<file path="config.mk">
export PLATFORM = sky130hd
export DESIGN_NAME = store_forward
export DESIGN_NICKNAME = d
export VERILOG_FILES = /design/src/logic/lsq_pkg.sv /design/src/logic/store_forward.sv
export SDC_FILE = /design/constraint.sdc
export NUM_CORES = 2
export LEC_CHECK = 0
export BUFFER_PORTS_ARGS = -buffer_cell sky130_fd_sc_hd__buf_2
export CORE_AREA = 2 2 268 270
export DETAILED_ROUTE_END_ITERATION = 7
export DIE_AREA = 0 0 270 272
export MAX_ROUTING_LAYER = met4
export SKIP_LAST_GASP = 1
export SLEW_MARGIN = 10
export SYNTH_ARGS = -nofsm -noshare
export SYNTH_HDL_FRONTEND = slang
export SYNTH_SLANG_ARGS = --single-unit
</file>
<file path="constraint.sdc">
create_clock -name vclk -period 6.6
set_clock_uncertainty 0.15 [all_clocks]
set_input_delay 0.66 -clock vclk [all_inputs]
set_output_delay 0.66 -clock vclk [all_outputs]
set_load 0.02 [all_outputs]
</file>
<file path="src/logic/lsq_pkg.sv">
`default_nettype none

package lsq_pkg;

	// *******************************************************************
	// widths
	// *******************************************************************
	localparam int ADDR_W = 11;
	localparam int DATA_W = 64;
	// byte offset inside a word, not used for matching
	localparam int OFS_W = 3;
	localparam int ROB_IDX_W = 5;
	localparam int PRF_IDX_W = 6;
	localparam int BR_MASK_W = 4;

	// queue depths, pointers carry one extra wrap bit
	localparam int SQ_ENT_NUM = 8;
	localparam int SQ_IDX_W = 3;
	localparam int LQ_ENT_NUM = 4;
	localparam int LQ_IDX_W = 2;

	// *******************************************************************
	// cache geometry
	// *******************************************************************
	localparam int MEM_WORDS = 256;
	localparam int MEM_IDX_W = $clog2(MEM_WORDS);
	localparam int LINE_NUM = 16;
	localparam int LINE_IDX_W = $clog2(LINE_NUM);
	localparam int TAG_W = ADDR_W - OFS_W - LINE_IDX_W;
	// ack cycle to refill response
	localparam int MISS_LATENCY = 4;
	localparam int MISS_CNT_W = $clog2(MISS_LATENCY);

	typedef enum logic {
		HOLD_IDLE,
		HOLD_BUSY
	} hold_state_e;

	typedef enum logic [1:0] {
		MSHR_IDLE,
		MSHR_WAIT,
		MSHR_RESP
	} mshr_state_e;

	function automatic logic same_word(input logic [ADDR_W-1:0] a, input logic [ADDR_W-1:0] b);
		return a[ADDR_W-1:OFS_W] == b[ADDR_W-1:OFS_W];
	endfunction

endpackage

`default_nettype wire

</file>
<file path="src/logic/store_forward.sv">
`timescale 1ns/1ps
`default_nettype none

module store_forward import lsq_pkg::*; (
	input  wire                              ld_vld_i,
	input  wire [ADDR_W-1:0]                 addr_i,
	input  wire [SQ_IDX_W-1:0]               rs_ld_position_i,
	input  wire [SQ_IDX_W-1:0]               ex_ld_position_i,
	input  wire [SQ_IDX_W-1:0]               sq_head_i,
	input  wire                              sq_full_i,
	input  wire [SQ_ENT_NUM-1:0][ADDR_W-1:0] st_addr_arr_i,
	input  wire [SQ_ENT_NUM-1:0][DATA_W-1:0] st_data_arr_i,
	input  wire [SQ_ENT_NUM-1:0]             st_addr_vld_i,
	output logic                             older_st_known_o,
	output logic                             fwd_vld_o,
	output logic [DATA_W-1:0]                fwd_data_o
);

	// number of stores between head and the load
	logic [SQ_IDX_W-1:0] rs_len;
	logic [SQ_IDX_W-1:0] ex_len;
	logic [SQ_IDX_W-1:0] idx;

	// a zero length window with a full queue covers every entry
	function automatic logic in_window(input int ofs, input logic [SQ_IDX_W-1:0] len,
		input logic full);
		return (ofs < int'(len)) || ((len == '0) && full);
	endfunction

	assign rs_len = rs_ld_position_i - sq_head_i;
	assign ex_len = ex_ld_position_i - sq_head_i;

	// walk from oldest to youngest, so the last match is the youngest
	always_comb begin
		older_st_known_o = 1'b1;
		fwd_vld_o = 1'b0;
		fwd_data_o = '0;
		idx = sq_head_i;
		for (int k = 0; k < SQ_ENT_NUM; k++) begin
			idx = sq_head_i + SQ_IDX_W'(k);
			if (in_window(k, rs_len, sq_full_i) && !st_addr_vld_i[idx])
				older_st_known_o = 1'b0;
			if (ld_vld_i && in_window(k, ex_len, sq_full_i) && st_addr_vld_i[idx] &&
				same_word(st_addr_arr_i[idx], addr_i)) begin
				fwd_vld_o = 1'b1;
				fwd_data_o = st_data_arr_i[idx];
			end
		end
	end

endmodule

`default_nettype wire

</file>
==> impl_metrics.csv <==
group,metric,value,unit
worst_hold_path,hp-start,"sq_full_i",
die,rows,98,
global_routing,grt_pass1_wl,164000,µm
pwr,pleak,11.9,nW
global_routing,pin_count_of_the_biggest_net_entering_global_routing,137,
global_routing,vias_in_the_first_global_route,27200,
die,fp.dieH,272,µm
sta,worstMarginPinSlew,985,ps
clock_tree,postCtsSetupBuffers,0,
layout,clkbuf_count,0,
layout,final_nets,3967,
worst_hold_path,min-delay-path-class,"input pin to output port",
sta,post-route-period-util,84.9,%
worst_setup_path,required,5790,ps
clock_tree,cts_hold_buf,0,
detailed_routing,post-route-drc-count,0,
detailed_routing,drtAntennaViolNets,0,
worst_setup_path,cp_data_arrival_time,4790,ps
synth,dominant_combinational_cell_family_by_area_after_synthesis,"multiplexers",
detailed_routing,avgViaCountPerCell,6.71,
sta,slew_viol_final,0,
sta,hold_worst_slack,1680,ps
place,port_buffers,669,
detailed_routing,drt_iter0_markers,3237,
die,total_core_area,0.0708,mm²
sta,fmaxAchievable,0.179,GHz
detailed_routing,drtPass1Iterations,6,
layout,most_common_cell_after_layout_fill_and_taps_aside,"sky130_fd_sc_hd__buf_2",
sta,grt_setup_unrepaired,"no",
sta,period_needed,5600,ps
sta,timing.slew.headroom,34.3,%
synth,postSynthCellCount,2963,
detailed_routing,avgRoutedWirePerCell,25.1,µm
synth,synth_warn,0,
layout,share_of_post_route_cells_with_drive_strength_above_1,40.8,%
global_routing,number_of_antenna_violations_at_the_first_check_in_global_routing,43,
die,floorplan.initialDensity,37.3,%
flow_run,max_cap_viol_count,0,
place,dpl_hpwl,78300,µm
pwr,irDropWorstVdd,0.0869,mV
die,io-pin-count,696,
layout,layout_common_cells,"sky130_fd_sc_hd__buf_2, sky130_fd_sc_hd__nand2_1, sky130_fd_sc_hd__mux4_2",
layout,synthToLayoutAreaGrowth,15.0,%
worst_setup_path,setup.worst_path.start,"sq_head_i[1]",
synth,synth_seq_area_share,0,%
die,die_area,0.0734,mm²
layout,design.seq.count,0,
run_status,status,"finished clean",
worst_setup_path,crit_path_max_fanout,35,
sta,setup_tns,0,ps
synth,area_share_of_and_or_nand_nor_cells_after_synthesis,15.8,%
worst_setup_path,setup_crit_path_kind,"input pin to output port",
synth,synth.area.mux_share,54.1,%
synth,synthesized_area_fraction_occupied_by_ao_oa_aoi_and_oai_cells,19.7,%
die,chipWidth,270,µm
detailed_routing,routed_wirelength,109000,µm
worst_setup_path,critical_path.startpoint_type,"input pin",
sta,hold_viol_final,0,
layout,layout.area.seq,0,µm²
synth,post_synth_xor_area_fraction,3.14,%
sta,report.final.setup_viol,0,
place,gp_congestion,0.884,
synth,net_count_after_synthesis,3599,
synth,post_synth_instance_area,0.0264,mm²
worst_setup_path,crit_path_end_kind,"output port",
synth,synth.lib_cells_used.distinct,57,
global_routing,overflow,0,
global_routing,global_route.usage.total,28.7,%
detailed_routing,dr_total_vias,29000,
synth,yosys.area_share.adder,0.342,%
synth,post_synth.cell_area_avg,8.90,µm²
pwr,power.density,78.4,mW/mm²
clock_tree,post_cts_resized,0,
## metal layers
layer  GRT usage, %  share of wire, %
met3           3.58               8.8
met1           37.9                40
met5              -                 0
met2           45.9                48
met4           8.92               3.0
## where the power goes
part,switching (W),internal (W)
sequential,0,0
combinational,0.00130,0.00108
clock,0,0.000000000956
## through the flow
stage                     setup WS (ps)  power (W)  utilization (%)  instance area [µm²]  instances
final                               998    0.00238             42.9                30300       4326
after global routing                776    0.00256             42.9                30300       4318
after CTS                          1030    0.00235             42.7                30200       4279
after detailed placement           1010    0.00234             42.7                30200       4279
after global placement             1030    0.00232             42.7                30200       4279
after floorplan                     923    0.00165                -                26400       2963
## worst paths after layout
| kind | to | slack (ps) | depth (start not counted) |
|---|---|---|---|
| worst min-delay path | older_st_known_o | 1680 | 4 |
| worst max-delay path | fwd_data_o[13] | 1000 | 16 |
## layout make-up
| type | instances | area, µm² |
|---|---|---|
| Antenna cell | 47 | 118 |
| Fill cell | 6988 | 40400 |
| Inverter | 9 | 41.3 |
| Multi-Input combinational cell | 2568 | 24700 |
| Tap cell | 950 | 1190 |
| Timing Repair Buffer | 752 | 4280 |
## worst max-delay path, stage by stage
cell                        delay [ps]
sky130_fd_sc_hd__buf_8             210
sky130_fd_sc_hd__inv_6             130
sky130_fd_sc_hd__ha_4              500
sky130_fd_sc_hd__buf_12            240
sky130_fd_sc_hd__buf_4             190
sky130_fd_sc_hd__mux4_2            350
sky130_fd_sc_hd__xor2_1            170
sky130_fd_sc_hd__nor4_1            230
sky130_fd_sc_hd__nand2_1           130
sky130_fd_sc_hd__a2111oi_4         540
sky130_fd_sc_hd__buf_12            300
sky130_fd_sc_hd__buf_4             350
sky130_fd_sc_hd__a21o_1            120
sky130_fd_sc_hd__o311ai_1          110
sky130_fd_sc_hd__a31oi_1           260
sky130_fd_sc_hd__buf_2             210
## synth_stat cells (all sizes together) (2+ instances only)
cell type	count	area, µm²
nor4	9	68.8
ha	4	50.1
o311ai	64	561
a22oi	2	15.0
a21boi	2	15.0
nor3	198	1290
and2	64	400
mux2	64	721
fa	2	40.0
nand2	533	2000
clkbuf	196	736
xor2	43	384
mux2i	323	3230
a21o	64	480
nand4	4	25.0
a31oi	66	413
o31ai	64	480
a211oi	65	488
o2111ai	2	17.5
a2111o	2	22.5
a2111oi	66	591
a311oi	64	561
nand4b	2	17.5
a21oi	67	335
mux4	458	10300
o211ai	65	488
o21ai	132	661
inv	9	33.8
nand3	6	30.0
buf	190	1070
or4	2	18.8
or3	3	18.8
nor2	69	259
xnor2	46	422
## cells by family (layout without fill, tap and decap cells)
group / Yosys count / count (layout)
AO/OA/AOI/OAI: 732 / 732
XOR/XNOR: 90 / 90
adder cells (fa/ha/maj): 6 / 6
buffers and inverters: 395 / 761
multiplexers: 845 / 845
other: 0 / 47
AND/OR/NAND/NOR: 895 / 895
No activity file was read; power rests on OpenSTA's default activity.
