--- config.mk ---
export PLATFORM = sky130hd
export DESIGN_NAME = store_queue
export DESIGN_NICKNAME = d
export VERILOG_FILES = /design/src/logic/lsq_pkg.sv /design/src/logic/store_queue.sv
export SDC_FILE = /design/constraint.sdc
export NUM_CORES = 1
export LEC_CHECK = 0
export BUFFER_PORTS_ARGS = -buffer_cell sky130_fd_sc_hd__buf_2
export CAP_MARGIN = 30
export CORE_AREA = 2 2 303 305
export CTS_CLUSTER_SIZE = 25
export DETAILED_ROUTE_END_ITERATION = 8
export DIE_AREA = 0 0 305 307
export PLACE_DENSITY = 0.52
export SKIP_LAST_GASP = 1
export SLEW_MARGIN = 20
export SYNTH_ARGS = -nofsm -noshare
export SYNTH_HDL_FRONTEND = slang
export SYNTH_SLANG_ARGS = --single-unit
--- constraint.sdc ---
create_clock -name clk -period 12 [get_ports clk]
set_clock_uncertainty 0.05 [all_clocks]
set_input_delay 1.2 -clock clk [delete_from_list [all_inputs] [get_ports clk]]
set_output_delay 1.2 -clock clk [all_outputs]
set_load 0.01 [all_outputs]
--- src/logic/lsq_pkg.sv ---
`default_nettype none

package lsq_pkg;

	// *******************************************************************
	// widths
	// *******************************************************************
	localparam int ADDR_W = 11;
	localparam int DATA_W = 64;
	// byte offset inside a word, not used for matching
	localparam int OFS_W = 3;
	localparam int ROB_IDX_W = 5;
	localparam int PRF_IDX_W = 6;
	localparam int BR_MASK_W = 4;

	// queue depths, pointers carry one extra wrap bit
	localparam int SQ_ENT_NUM = 8;
	localparam int SQ_IDX_W = 3;
	localparam int LQ_ENT_NUM = 4;
	localparam int LQ_IDX_W = 2;

	// *******************************************************************
	// cache geometry
	// *******************************************************************
	localparam int MEM_WORDS = 256;
	localparam int MEM_IDX_W = $clog2(MEM_WORDS);
	localparam int LINE_NUM = 16;
	localparam int LINE_IDX_W = $clog2(LINE_NUM);
	localparam int TAG_W = ADDR_W - OFS_W - LINE_IDX_W;
	// ack cycle to refill response
	localparam int MISS_LATENCY = 4;
	localparam int MISS_CNT_W = $clog2(MISS_LATENCY);

	typedef enum logic {
		HOLD_IDLE,
		HOLD_BUSY
	} hold_state_e;

	typedef enum logic [1:0] {
		MSHR_IDLE,
		MSHR_WAIT,
		MSHR_RESP
	} mshr_state_e;

	function automatic logic same_word(input logic [ADDR_W-1:0] a, input logic [ADDR_W-1:0] b);
		return a[ADDR_W-1:OFS_W] == b[ADDR_W-1:OFS_W];
	endfunction

endpackage

`default_nettype wire

--- src/logic/store_queue.sv ---
`timescale 1ns/1ps
`default_nettype none

module store_queue import lsq_pkg::*; (
	input  wire                               clk,
	input  wire                               rst,
	input  wire                               dp_en_i,
	input  wire                               st_vld_i,
	input  wire [SQ_IDX_W-1:0]                sq_idx_i,
	input  wire [ADDR_W-1:0]                  addr_i,
	input  wire [DATA_W-1:0]                  st_data_i,
	input  wire                               st_retire_i,
	input  wire                               br_recovery_i,
	input  wire [SQ_IDX_W:0]                  sq_tail_recovery_i,
	input  wire                               st_ack_i,
	output logic [SQ_IDX_W:0]                 sq_tail_o,
	output logic [SQ_IDX_W-1:0]               sq_head_o,
	output logic                              sq_full_o,
	output logic [SQ_ENT_NUM-1:0][ADDR_W-1:0] st_addr_arr_o,
	output logic [SQ_ENT_NUM-1:0][DATA_W-1:0] st_data_arr_o,
	output logic [SQ_ENT_NUM-1:0]             st_addr_vld_o,
	output logic                              st_en_o,
	output logic [ADDR_W-1:0]                 st_addr_o,
	output logic [DATA_W-1:0]                 st_data_o
);

	logic [SQ_IDX_W:0]     head_q;
	logic [SQ_IDX_W:0]     tail_q;
	logic [SQ_IDX_W-1:0]   head;
	logic [SQ_IDX_W-1:0]   tail;
	// retired but not yet written to the cache
	logic [SQ_IDX_W:0]     ret_cnt;
	logic [SQ_IDX_W:0]     occ;
	logic                  drain;
	logic [SQ_ENT_NUM-1:0] addr_vld_nxt;

	assign head = head_q[SQ_IDX_W-1:0];
	assign tail = tail_q[SQ_IDX_W-1:0];
	assign occ = tail_q - head_q;

	assign sq_tail_o = tail_q;
	assign sq_head_o = head;
	assign sq_full_o = (head == tail) && (head_q[SQ_IDX_W] != tail_q[SQ_IDX_W]);

	// *******************************************************************
	// drain to cache
	// *******************************************************************
	assign st_en_o = (ret_cnt != '0) && st_addr_vld_o[head];
	assign st_addr_o = st_addr_arr_o[head];
	assign st_data_o = st_data_arr_o[head];
	assign drain = st_en_o && st_ack_i;

	always_comb begin
		addr_vld_nxt = st_addr_vld_o;
		if (dp_en_i)
			addr_vld_nxt[tail] = 1'b0;
		if (st_vld_i)
			addr_vld_nxt[sq_idx_i] = 1'b1;
		if (drain)
			addr_vld_nxt[head] = 1'b0;
	end

	always_ff @(posedge clk) begin
		if (st_vld_i) begin
			st_addr_arr_o[sq_idx_i] <= addr_i;
			st_data_arr_o[sq_idx_i] <= st_data_i;
		end
	end

	always_ff @(posedge clk) begin
		if (rst) begin
			head_q <= '0;
			tail_q <= '0;
			ret_cnt <= '0;
			st_addr_vld_o <= '0;
		end else begin
			if (drain)
				head_q <= head_q + 1'b1;
			// recovery wins over a dispatch in the same cycle
			if (br_recovery_i)
				tail_q <= sq_tail_recovery_i;
			else if (dp_en_i)
				tail_q <= tail_q + 1'b1;
			ret_cnt <= ret_cnt + (SQ_IDX_W+1)'(st_retire_i) - (SQ_IDX_W+1)'(drain);
			st_addr_vld_o <= addr_vld_nxt;
		end
	end

	// *******************************************************************
	// checks
	// *******************************************************************
	a_retire_alloc: assert property (@(posedge clk) disable iff (rst)
		st_retire_i |-> (ret_cnt < occ));

	a_dp_not_full: assert property (@(posedge clk) disable iff (rst)
		dp_en_i |-> !sq_full_o);

endmodule

`default_nettype wire

==> run metrics <==
final hold violation count 0; Detail Placement HPWL 54.9 mm; WL per Instance 26.4 um; fin crit period 4.71 ns; status complete, no violations; Worst R2R Path Depth 10; Vias 14,500; FF-to-FF End ret_cnt[2]$_SDFF_PP0_; setup TNS 0 ns; FMAX 212 MHz; CP endpoint kind output pin; r2r setup slk 8.69 ns; Post-synth EDFFs 600; proportion of layout cells with a drive suffix above 1 60.8%; Hold Startpoint st_addr_vld_o[6]$_SDFF_PP0_; Syn Std Cell Area 0.0237 mm^2; FF+latch area 0.0184 mm^2; clock sink count 620; crit-path max FO 42; total CTS buffers 70; leakage power 11.2 nW; worst-case headroom to the max-slew limit 33.5%; worst skew pair latency 0.60 ns; largest net degree at the start of global routing 80; Worst-path clk slew 0.06 ns; area delta synth->final 32.6%; residual DRC count 0; WL final 80.9 mm; Seq cells post-synth 620; area leader, netlist edfxtp_1; Power Internal 0.00383 W; total of max-cap violations 0; RSZ-0062 raised after global routing no; Core Rows 111; Clock Path Buffers 3; Worst-Margin Slew 0.997 ns; DIE HEIGHT 307 um; critical path class register to output pin; Sw Ratio 22.1%; Detail Route Antenna Nets 0; number of I/O pins 781; drt pass-1 iters 5; NumNets Final 1,928; R2R Path Start head_q[0]$_SDFFE_PP0N_; IO buf count 780; ys async rst share 0%; Mapped Cells 1,011; Setup Buffers After CTS 0; die footprint 0.0936 mm^2; Synthesis Warnings 0; H-Tree Depth 3; class of the worst hold path register to register; PD cells 157 mW/mm^2; Post-synth top flop edfxtp_1; XOR/XNOR Fraction of Synth Area 0.333%; starting DRC count in detailed routing 1,273; vias in the first global route 15,100; Avg Vias per Cell 4.72; area fraction in compound gates after synthesis 0.508%; clock power share 43.4%; P_sw 0.00108 W; Synth Area in Adders 0.455%; Placer Congestion 0.889; Critical Path AT 3.46 ns; Startpoint Class register; gr ovfl total 0; max-slew violations 0; Synth area leaders edfxtp_1, mux4_2, mux2_2; Initial Util 26.1%; Synth top area share 76.2%; TritonCTS clock tree built; total power 0.00492 W; first-pass GRT wire length 113 mm; Worst VDD drop 0.112 mV; register area share after synthesis 77.8%; multi-input combinational cell area 0.00502 mm^2; synth unique cells 33; Hold-fix buffers, CTS 0; Die Width 305 um; Comb pwr share 5.9%; WP data required 10.75 ns; syn_nets 1,108; power share of the sequential group 50.7%; GRT Overall Usage 16.6%; Final period util 39.3%; core area 0.0907 mm^2; mux share of post-synthesis cell area 18.4%; Layout fillers 8,684; simple-gate share of the synthesized area 1.27%; Mapped Avg Cell Area 23.4 um^2; cts repair resizes 0; main combinational cell family by area after synthesis multiplexers; CTS root buffer clkbuf_16; initial antenna violation count 5; end of the worst hold path st_addr_vld_o[6]$_SDFF_PP0_; final setup vio count 0; Cells on Worst Hold Path 2
[through the flow]
stage	cell area, um^2	cells	hold WS (ns)	worst slack (ns)	utilization (%)
after floorplan	23700	1011	0.485	4.83	-
after global placement	29000	2943	0.486	7.68	32.0
after CTS	31300	3065	0.501	6.93	34.5
after global routing	31400	3068	0.515	7.02	34.6
final	31400	3069	0.491	7.29	34.6
after detailed placement	29000	2943	0.493	7.62	32.0
[synth_stat cells (5+ instances only)]
cell and number:
edfxtp_1 600, mux4_2 151, mux2_2 75, clkbuf_1 24, dfxtp_1 20, nor2_1 20, buf_2 19, a21oi_1 11
nor2b_1 9, mux2i_1 8, buf_1 7, ha_1 7, inv_1 7, nand2_1 6, buf_4 5, nand2b_1 5
xnor2_1 5
[placed cells by master, fill, tap and decap left out, drive strengths merged, types with 2 or more instances in the layout]
| master | synthesis | layout |
|---|---|---|
| a211oi | 3 | 3 |
| a21oi | 11 | 11 |
| a311oi | 4 | 4 |
| buf | 31 | 803 |
| bufinv | 0 | 8 |
| clkbuf | 24 | 85 |
| clkinv | 0 | 22 |
| clkinvlp | 0 | 3 |
| dfxtp | 20 | 20 |
| diode | 0 | 2 |
| edfxtp | 600 | 600 |
| ha | 7 | 7 |
| inv | 7 | 11 |
| mux2 | 78 | 78 |
| mux2i | 8 | 8 |
| mux4 | 151 | 151 |
| nand2 | 6 | 6 |
| nand2b | 5 | 5 |
| nand3 | 4 | 4 |
| nor2 | 21 | 21 |
| nor2b | 9 | 9 |
| nor3 | 5 | 5 |
| xnor2 | 5 | 5 |
| xor2 | 4 | 4 |
[final cells by class]
type	count	share of cell area [%]
Sequential cell	620	58.7
Multi-Input combinational cell	329	16.0
Timing Repair Buffer	803	13.2
Clock buffer	85	5.83
Tap cell	1186	4.73
Clock inverter	37	1.43
Inverter	7	0.0837
Antenna cell	2	0.0160
[routing by layer]
layer | wire, um | share of wire, % | global-route usage [%] | up-vias
li1 | - | - | - | 5894
met5 | 27 | 0.033 | 0 | -
met2 | 41600 | 51 | 28.8 | 720
met4 | 2500 | 3.1 | 6.30 | 4
met3 | 5880 | 7.3 | 4.29 | 139
met1 | 30900 | 38 | 19.9 | 7714
[how the worst max path moves through the flow]
stage	from	to	slack, ns	cells past startpoint
floorplan	sq_idx_i[1]	st_addr_arr_o[0]$_DFFE_PP_	4.83	2
detailed placement	head_q[0]$_SDFFE_PP0N_	st_addr_o[4]	7.62	4
finish	head_q[0]$_SDFFE_PP0N_	st_addr_o[4]	7.29	5
global route	head_q[0]$_SDFFE_PP0N_	st_addr_o[4]	7.02	5
CTS	head_q[0]$_SDFFE_PP0N_	st_addr_o[4]	6.93	4
global placement	head_q[0]$_SDFFE_PP0N_	st_addr_o[4]	7.68	4
[critical path, cell delays in order (launching register included)]
cell and delay, ns:
dfxtp_4 0.90, buf_4 0.45, buf_16 0.28, mux4_2 0.56
mux2_2 0.38, buf_2 0.18
[power by group through the flow]
| stage | Sequential [W] | Clock, W | Combinational (W) |
|---|---|---|---|
| after floorplan | 0.00256 | 0 | 0.0000992 |
| after global placement | 0.00254 | 0 | 0.000289 |
| after global routing | 0.00250 | 0.00227 | 0.000309 |
| after detailed placement | 0.00254 | 0 | 0.000292 |
| after CTS | 0.00249 | 0.00219 | 0.000293 |
| final | 0.00249 | 0.00213 | 0.000289 |
[registers in the layout, summed over array words and instances, names as in the netlist]
| name | count |
|---|---|
| st_addr_arr_o | 88 |
| st_addr_vld_o | 8 |
| st_data_arr_o | 512 |
| head_q | 4 |
| ret_cnt | 4 |
| sq_tail_o | 4 |
[logic make-up (layout without fill, tap and decap cells)]
kind of cell,count (synthesis),after routing
buffers and inverters,62,932
XOR/XNOR,9,9
AND/OR/NAND/NOR,56,56
flip-flops,620,620
AO/OA/AOI/OAI,19,19
adder cells (fa/ha/maj),8,8
other,0,2
multiplexers,237,237
(Power assumes the default switching activity.)
