**config.mk**
```make
export PLATFORM = sky130hd
export DESIGN_NAME = load_miss_queue
export DESIGN_NICKNAME = d
export VERILOG_FILES = /design/src/logic/lsq_pkg.sv /design/src/logic/load_miss_queue.sv
export SDC_FILE = /design/constraint.sdc
export NUM_CORES = 1
export LEC_CHECK = 0
export BUFFER_PORTS_ARGS = -buffer_cell sky130_fd_sc_hd__buf_2
export CAP_MARGIN = 20
export CORE_MARGIN = 1.5
export CORE_UTILIZATION = 53
export CTS_CLUSTER_DIAMETER = 60
export DETAILED_ROUTE_END_ITERATION = 8
export PLACE_DENSITY = 0.89
export RECOVER_POWER = 100
export SKIP_LAST_GASP = 1
export SLEW_MARGIN = 20
export SYNTH_ARGS = -nofsm -noshare
export SYNTH_HDL_FRONTEND = slang
export SYNTH_SLANG_ARGS = --single-unit
```
**constraint.sdc**
```tcl
create_clock -name clk -period 9.2 [get_ports clk]
set_input_delay 0 -clock clk [delete_from_list [all_inputs] [get_ports clk]]
set_output_delay 0 -clock clk [all_outputs]
set_load 0.02 [all_outputs]
```
**src/logic/lsq_pkg.sv**
```systemverilog
`default_nettype none

package lsq_pkg;

	// *******************************************************************
	// widths
	// *******************************************************************
	localparam int ADDR_W = 11;
	localparam int DATA_W = 64;
	// byte offset inside a word, not used for matching
	localparam int OFS_W = 3;
	localparam int ROB_IDX_W = 5;
	localparam int PRF_IDX_W = 6;
	localparam int BR_MASK_W = 4;

	// queue depths, pointers carry one extra wrap bit
	localparam int SQ_ENT_NUM = 8;
	localparam int SQ_IDX_W = 3;
	localparam int LQ_ENT_NUM = 4;
	localparam int LQ_IDX_W = 2;

	// *******************************************************************
	// cache geometry
	// *******************************************************************
	localparam int MEM_WORDS = 256;
	localparam int MEM_IDX_W = $clog2(MEM_WORDS);
	localparam int LINE_NUM = 16;
	localparam int LINE_IDX_W = $clog2(LINE_NUM);
	localparam int TAG_W = ADDR_W - OFS_W - LINE_IDX_W;
	// ack cycle to refill response
	localparam int MISS_LATENCY = 4;
	localparam int MISS_CNT_W = $clog2(MISS_LATENCY);

	typedef enum logic {
		HOLD_IDLE,
		HOLD_BUSY
	} hold_state_e;

	typedef enum logic [1:0] {
		MSHR_IDLE,
		MSHR_WAIT,
		MSHR_RESP
	} mshr_state_e;

	function automatic logic same_word(input logic [ADDR_W-1:0] a, input logic [ADDR_W-1:0] b);
		return a[ADDR_W-1:OFS_W] == b[ADDR_W-1:OFS_W];
	endfunction

endpackage

`default_nettype wire

```
**src/logic/load_miss_queue.sv**
```systemverilog
`timescale 1ns/1ps
`default_nettype none

module load_miss_queue import lsq_pkg::*; (
	input  wire                  clk,
	input  wire                  rst,
	input  wire                  ld_vld_i,
	input  wire [ADDR_W-1:0]     addr_i,
	input  wire [ROB_IDX_W:0]    rob_idx_i,
	input  wire [PRF_IDX_W-1:0]  dest_tag_i,
	input  wire [BR_MASK_W-1:0]  br_mask_i,
	input  wire                  fwd_vld_i,
	input  wire [DATA_W-1:0]     fwd_data_i,
	input  wire                  older_st_known_i,
	input  wire                  hit_i,
	input  wire [DATA_W-1:0]     hit_data_i,
	input  wire                  ld_ack_i,
	input  wire                  mshr_stall_i,
	input  wire                  mshr_vld_i,
	input  wire [ADDR_W-1:0]     mshr_addr_i,
	input  wire [DATA_W-1:0]     mshr_data_i,
	input  wire                  br_recovery_i,
	input  wire                  br_pred_correct_i,
	input  wire [BR_MASK_W-1:0]  br_tag_fix_i,
	input  wire                  cdb_busy_i,
	output logic                 ld_iss_en_o,
	output logic                 ld_en_o,
	output logic [ADDR_W-1:0]    ld_addr_o,
	output logic                 ld_done_o,
	output logic [DATA_W-1:0]    ld_data_o,
	output logic [ROB_IDX_W:0]   ld_rob_idx_o,
	output logic [PRF_IDX_W-1:0] ld_dest_tag_o,
	output logic                 lq_com_rdy_o,
	output logic [DATA_W-1:0]    lq_data_o,
	output logic [ROB_IDX_W:0]   lq_rob_idx_o,
	output logic [PRF_IDX_W-1:0] lq_dest_tag_o,
	output logic [BR_MASK_W-1:0] lq_br_mask_o
);

	hold_state_e          hold_state;
	hold_state_e          hold_state_nxt;
	logic [ADDR_W-1:0]    hold_addr;
	logic [ROB_IDX_W:0]   hold_rob_idx;
	logic [PRF_IDX_W-1:0] hold_dest_tag;
	logic [BR_MASK_W-1:0] hold_br_mask;

	logic                 req_vld;
	logic                 req_fwd;
	logic [ADDR_W-1:0]    req_addr;
	logic [ROB_IDX_W:0]   req_rob_idx;
	logic [PRF_IDX_W-1:0] req_dest_tag;
	logic [BR_MASK_W-1:0] req_br_mask;
	logic [BR_MASK_W-1:0] req_mask_upd;
	logic                 req_kill;

	logic [LQ_IDX_W:0]    head_q;
	logic [LQ_IDX_W:0]    tail_q;
	logic [LQ_IDX_W-1:0]  head;
	logic [LQ_IDX_W-1:0]  tail;
	logic                 lq_empty;
	logic                 lq_full;
	logic                 head_fill;
	logic                 head_rdy;
	logic                 head_adv;

	logic [LQ_ENT_NUM-1:0][ADDR_W-1:0]    lq_addr;
	logic [LQ_ENT_NUM-1:0][DATA_W-1:0]    lq_data;
	logic [LQ_ENT_NUM-1:0][ROB_IDX_W:0]   lq_rob_idx;
	logic [LQ_ENT_NUM-1:0][PRF_IDX_W-1:0] lq_dest_tag;
	logic [LQ_ENT_NUM-1:0][BR_MASK_W-1:0] lq_br_mask;
	logic [LQ_ENT_NUM-1:0]                lq_vld;
	logic [LQ_ENT_NUM-1:0]                lq_rdy;

	// *******************************************************************
	// execute side, new load or the held one
	// *******************************************************************
	assign req_vld = ld_vld_i || (hold_state == HOLD_BUSY);
	assign req_fwd = ld_vld_i && fwd_vld_i;
	assign req_addr = ld_vld_i ? addr_i : hold_addr;
	assign req_rob_idx = ld_vld_i ? rob_idx_i : hold_rob_idx;
	assign req_dest_tag = ld_vld_i ? dest_tag_i : hold_dest_tag;
	assign req_br_mask = ld_vld_i ? br_mask_i : hold_br_mask;
	assign req_mask_upd = br_pred_correct_i ? (req_br_mask & ~br_tag_fix_i) : req_br_mask;
	assign req_kill = br_recovery_i && ((req_br_mask & br_tag_fix_i) != '0);

	assign ld_en_o = req_vld && !req_fwd && !mshr_vld_i && !lq_full;
	assign ld_addr_o = req_addr;
	assign ld_done_o = (req_fwd || (req_vld && hit_i)) && !mshr_vld_i;
	assign ld_data_o = req_fwd ? fwd_data_i : hit_data_i;
	assign ld_rob_idx_o = req_rob_idx;
	assign ld_dest_tag_o = req_dest_tag;

	assign ld_iss_en_o = older_st_known_i && !lq_full && !mshr_stall_i &&
		(hold_state_nxt == HOLD_IDLE);

	always_comb begin
		hold_state_nxt = hold_state;
		if (ld_vld_i && !ld_done_o && !ld_ack_i && !req_kill)
			hold_state_nxt = HOLD_BUSY;
		else if (ld_ack_i || ld_done_o || req_kill)
			hold_state_nxt = HOLD_IDLE;
	end

	always_ff @(posedge clk) begin
		if (rst)
			hold_state <= HOLD_IDLE;
		else
			hold_state <= hold_state_nxt;
	end

	always_ff @(posedge clk) begin
		if (ld_vld_i) begin
			hold_addr <= addr_i;
			hold_rob_idx <= rob_idx_i;
			hold_dest_tag <= dest_tag_i;
		end
		if (req_vld)
			hold_br_mask <= req_mask_upd;
	end

	// *******************************************************************
	// miss buffer
	// *******************************************************************
	assign head = head_q[LQ_IDX_W-1:0];
	assign tail = tail_q[LQ_IDX_W-1:0];
	assign lq_empty = head_q == tail_q;
	assign lq_full = (head == tail) && (head_q[LQ_IDX_W] != tail_q[LQ_IDX_W]);

	assign head_fill = mshr_vld_i && same_word(mshr_addr_i, lq_addr[head]);
	assign head_rdy = !lq_empty && (lq_rdy[head] || head_fill);
	assign lq_com_rdy_o = head_rdy && lq_vld[head];
	assign lq_data_o = lq_rdy[head] ? lq_data[head] : mshr_data_i;
	assign lq_rob_idx_o = lq_rob_idx[head];
	assign lq_dest_tag_o = lq_dest_tag[head];
	assign lq_br_mask_o = lq_br_mask[head];
	// squashed heads leave without a completion
	assign head_adv = !lq_empty && (!lq_vld[head] || (head_rdy && !cdb_busy_i));

	always_ff @(posedge clk) begin
		if (rst) begin
			head_q <= '0;
			tail_q <= '0;
			lq_vld <= '0;
			lq_rdy <= '0;
		end else begin
			if (head_adv)
				head_q <= head_q + 1'b1;
			if (ld_ack_i)
				tail_q <= tail_q + 1'b1;
			for (int k = 0; k < LQ_ENT_NUM; k++) begin
				if (br_recovery_i && ((lq_br_mask[k] & br_tag_fix_i) != '0))
					lq_vld[k] <= 1'b0;
				if (mshr_vld_i && same_word(mshr_addr_i, lq_addr[k]))
					lq_rdy[k] <= 1'b1;
			end
			if (ld_ack_i) begin
				lq_vld[tail] <= !req_kill;
				lq_rdy[tail] <= 1'b0;
			end
		end
	end

	always_ff @(posedge clk) begin
		for (int k = 0; k < LQ_ENT_NUM; k++) begin
			if (br_pred_correct_i)
				lq_br_mask[k] <= lq_br_mask[k] & ~br_tag_fix_i;
			if (mshr_vld_i && same_word(mshr_addr_i, lq_addr[k]))
				lq_data[k] <= mshr_data_i;
		end
		if (ld_ack_i) begin
			lq_addr[tail] <= req_addr;
			lq_rob_idx[tail] <= req_rob_idx;
			lq_dest_tag[tail] <= req_dest_tag;
			lq_br_mask[tail] <= req_mask_upd;
		end
	end

	// an acked miss always finds a free slot
	a_enq_not_full: assert property (@(posedge clk) disable iff (rst)
		ld_ack_i |-> !lq_full);

endmodule

`default_nettype wire

```
==> run metrics <==
Clk Latency, worst-skew pair=0.53 ns; status=complete, but fails checks; Top-Level Pins=417; cell taking the most area after synthesis=edfxtp_1; post-route insts no fill=1829; Slew @ Worst Pin=3.333 ns; Bufs on Longest Clock Path=3; setup TNS=0 ns; vias per cell=5.783; vias in the first global route=10830; clk slew on worst S/H paths=0.06 ns; Synth Cell Area=16540 sq um; worst clock skew=0.02506 ns; first-pass GRT wire length=63420 um; FF+latch count, synth=394; Final Cycle Share=51.80%; area grow syn2layout=25.90%; Nets=1652; drt pass-1 iters=6; # rows=64; initial DRC count=962; endpoints failing hold=0; Vias=10580; CP Capture Type=primary output; CTS Buf Count=39; post-synthesis sequential area ratio=68.26%; number of antenna-violating nets in the routed design=0; layout cells sized above 1=32.12%; final non-filler cell area=20830 sq um; Area contributors post-synth=edfxtp_1, mux4_2, mux2_2; die height=179.7 um; worst-path cell chain=buf_4, mux4_2, xnor2_1, nand2_1, or4b_4, a21oi_1, clkbuf_1; antenna violations before repair=8; Syn Inst Count=890; RSZ-0062 raised after global routing=false; Net Count, Synth=1141; CP max-delay cell=dfxtp_1; WL/cell=22.97 um; Post-Route WL=42000 um; f_max=209.8 MHz; DP Area=19010 sq um; commonest cells after routing, fill and taps aside=edfxtp_1, clkbuf_1, buf_2; Yosys top cell area share=61.72%; post-layout min period=4.766 ns; depth of the CTS H-tree=2; leak pwr=7.125 nW; grt total ovfl=0; Pwr Density=214.5 nW/um^2; post-CTS sizing=0; postcts setup bufs=0; Hold Crit Class=in2reg; most common cell after layout, fill and taps aside=edfxtp_1; WS Path Type=reg2out; Netlist cell types=36; CTS Root Cell=clkbuf_16; core footprint=30670 sq um; WP data arrival=4.77 ns; Max Slew Vio Count=401; post-DP HPWL=25500 um; Max IR drop VDD=193.7 uV; Max Cap Viol=8; drt drc=0; max incr delay on CP=1.55 ns; # setup viols final=0; Slew headroom=-122.2%; YS warnings=0; largest net degree at the start of global routing=66; critical path peak fanout=34; Total GRT Usage=25.68%; clock net sink count=394; GPL Wtd Cong=0.9812; Die X=179.7 um; hold slack=0.05735 ns; Buffers on Ports=413; Die ar.=32280 sq um; failing checks=capacitance limit, slew limit; TritonCTS clock tree=done; Inst Count DP=1657; Initial Util=53.94%; WP data required=9.20 ns; startpoint types=register; Mean Syn Cell Area=18.59 sq um
synth_stat cells:
library cell and count:
a21oi_1 9, a221oi_1 16, a22o_1 8, and2_1 5
and3_1 1, and4_1 1, buf_1 8, buf_2 4
buf_6 2, clkbuf_1 42, dfxtp_1 54, edfxtp_1 340
ha_1 5, inv_1 8, mux2_1 1, mux2_2 152
mux2i_1 9, mux4_2 88, nand2_1 10, nand2b_1 3
nand3_1 3, nand3b_1 3, nand4_1 3, nor2_1 45
nor2b_1 3, nor3_1 6, nor4_1 5, nor4b_1 2
o21ai_0 6, o21ai_1 1, o21ai_4 1, o22ai_1 2
o31ai_1 1, or4b_4 1, xnor2_1 14, xor2_1 28
routing by layer:
layer,global-route usage (%),wire length [um],vias up
met3,4.903,3261,97
li1,-,-,4586
met5,0,23,-
met2,43.88,21420,591
met4,10.70,1727,4
met1,32.31,15570,5300
area by class of cell:
class | instances | area [sq um]
clock inverter | 16 | 83.83
multi-input combinational | 432 | 4982
antenna | 4 | 10.01
inverter | 8 | 30.03
timing repair buffer | 526 | 2840
tap | 396 | 495.5
sequential | 394 | 11290
clock buffer | 53 | 1090
fill | 2002 | 9843
final timing paths:
check,startpoint,endpoint,slack (ns),cells after the start
setup reg to reg,head_q[0],head_q[0],4.65,7
setup / recovery,head_q[0],lq_com_rdy_o,4.43,7
hold reg to reg,hold_addr[0],hold_addr[0],0.47,1
hold / removal,br_mask_i[2],hold_br_mask[2],0.06,3
metrics by stage:
stage / utilization (%) / power (mW) / setup WS [ns]
floorplan: - / 2.746 / 1.672
global placement: 61.99 / 3.000 / 5.725
detailed placement: 61.99 / 3.025 / 5.714
CTS: 69.05 / 4.507 / 5.318
global route: 67.91 / 4.620 / 4.066
finish: 67.91 / 4.467 / 4.434
flip-flops by register name (all words and copies together) (netlist names), 6 cells and up:
| signal | count |
|---|---|
| lq_data | 256 |
| lq_addr | 32 |
| lq_dest_tag | 24 |
| lq_rob_idx | 24 |
| lq_br_mask | 16 |
| hold_addr | 11 |
| hold_dest_tag | 6 |
| hold_rob_idx | 6 |
worst max-delay path: cells and delay by family, from the launching register on:
kind                      cells  cell delay, ns
DFF                           1            1.55
muxes                         1            0.60
xor gates and xnor gates      1            0.15
buffers and inverters         2            1.06
and+or+nand+nor               2            0.59
AOI/OAI and AO/OA             1            0.25
power by group:
part | switching (mW) | total (mW) | internal, mW
Sequential | 0.0796 | 2.08 | 2.00
Clock | 0.641 | 1.47 | 0.830
Combinational | 0.474 | 0.919 | 0.445
Total | 1.19 | 4.47 | 3.27
what timing repair did:
item                                   CTS  global route
endpoints found under the hold margin  394             0
hold buffers                            99             0
setup endpoints to repair                0             0
cell families (layout without fill, tap and decap cells):
kind of cell | Yosys count | count (layout) | share of synthesized area (%)
other cells | 0 | 4 | 0
xor+xnor | 42 | 42 | 2.224
fa+ha+maj | 5 | 5 | 0.3782
buf+inv | 64 | 603 | 1.573
flops | 394 | 394 | 68.26
simple gates | 91 | 91 | 2.655
mux | 250 | 250 | 22.94
compound gates | 44 | 44 | 1.974
(Power assumes the default switching activity.)
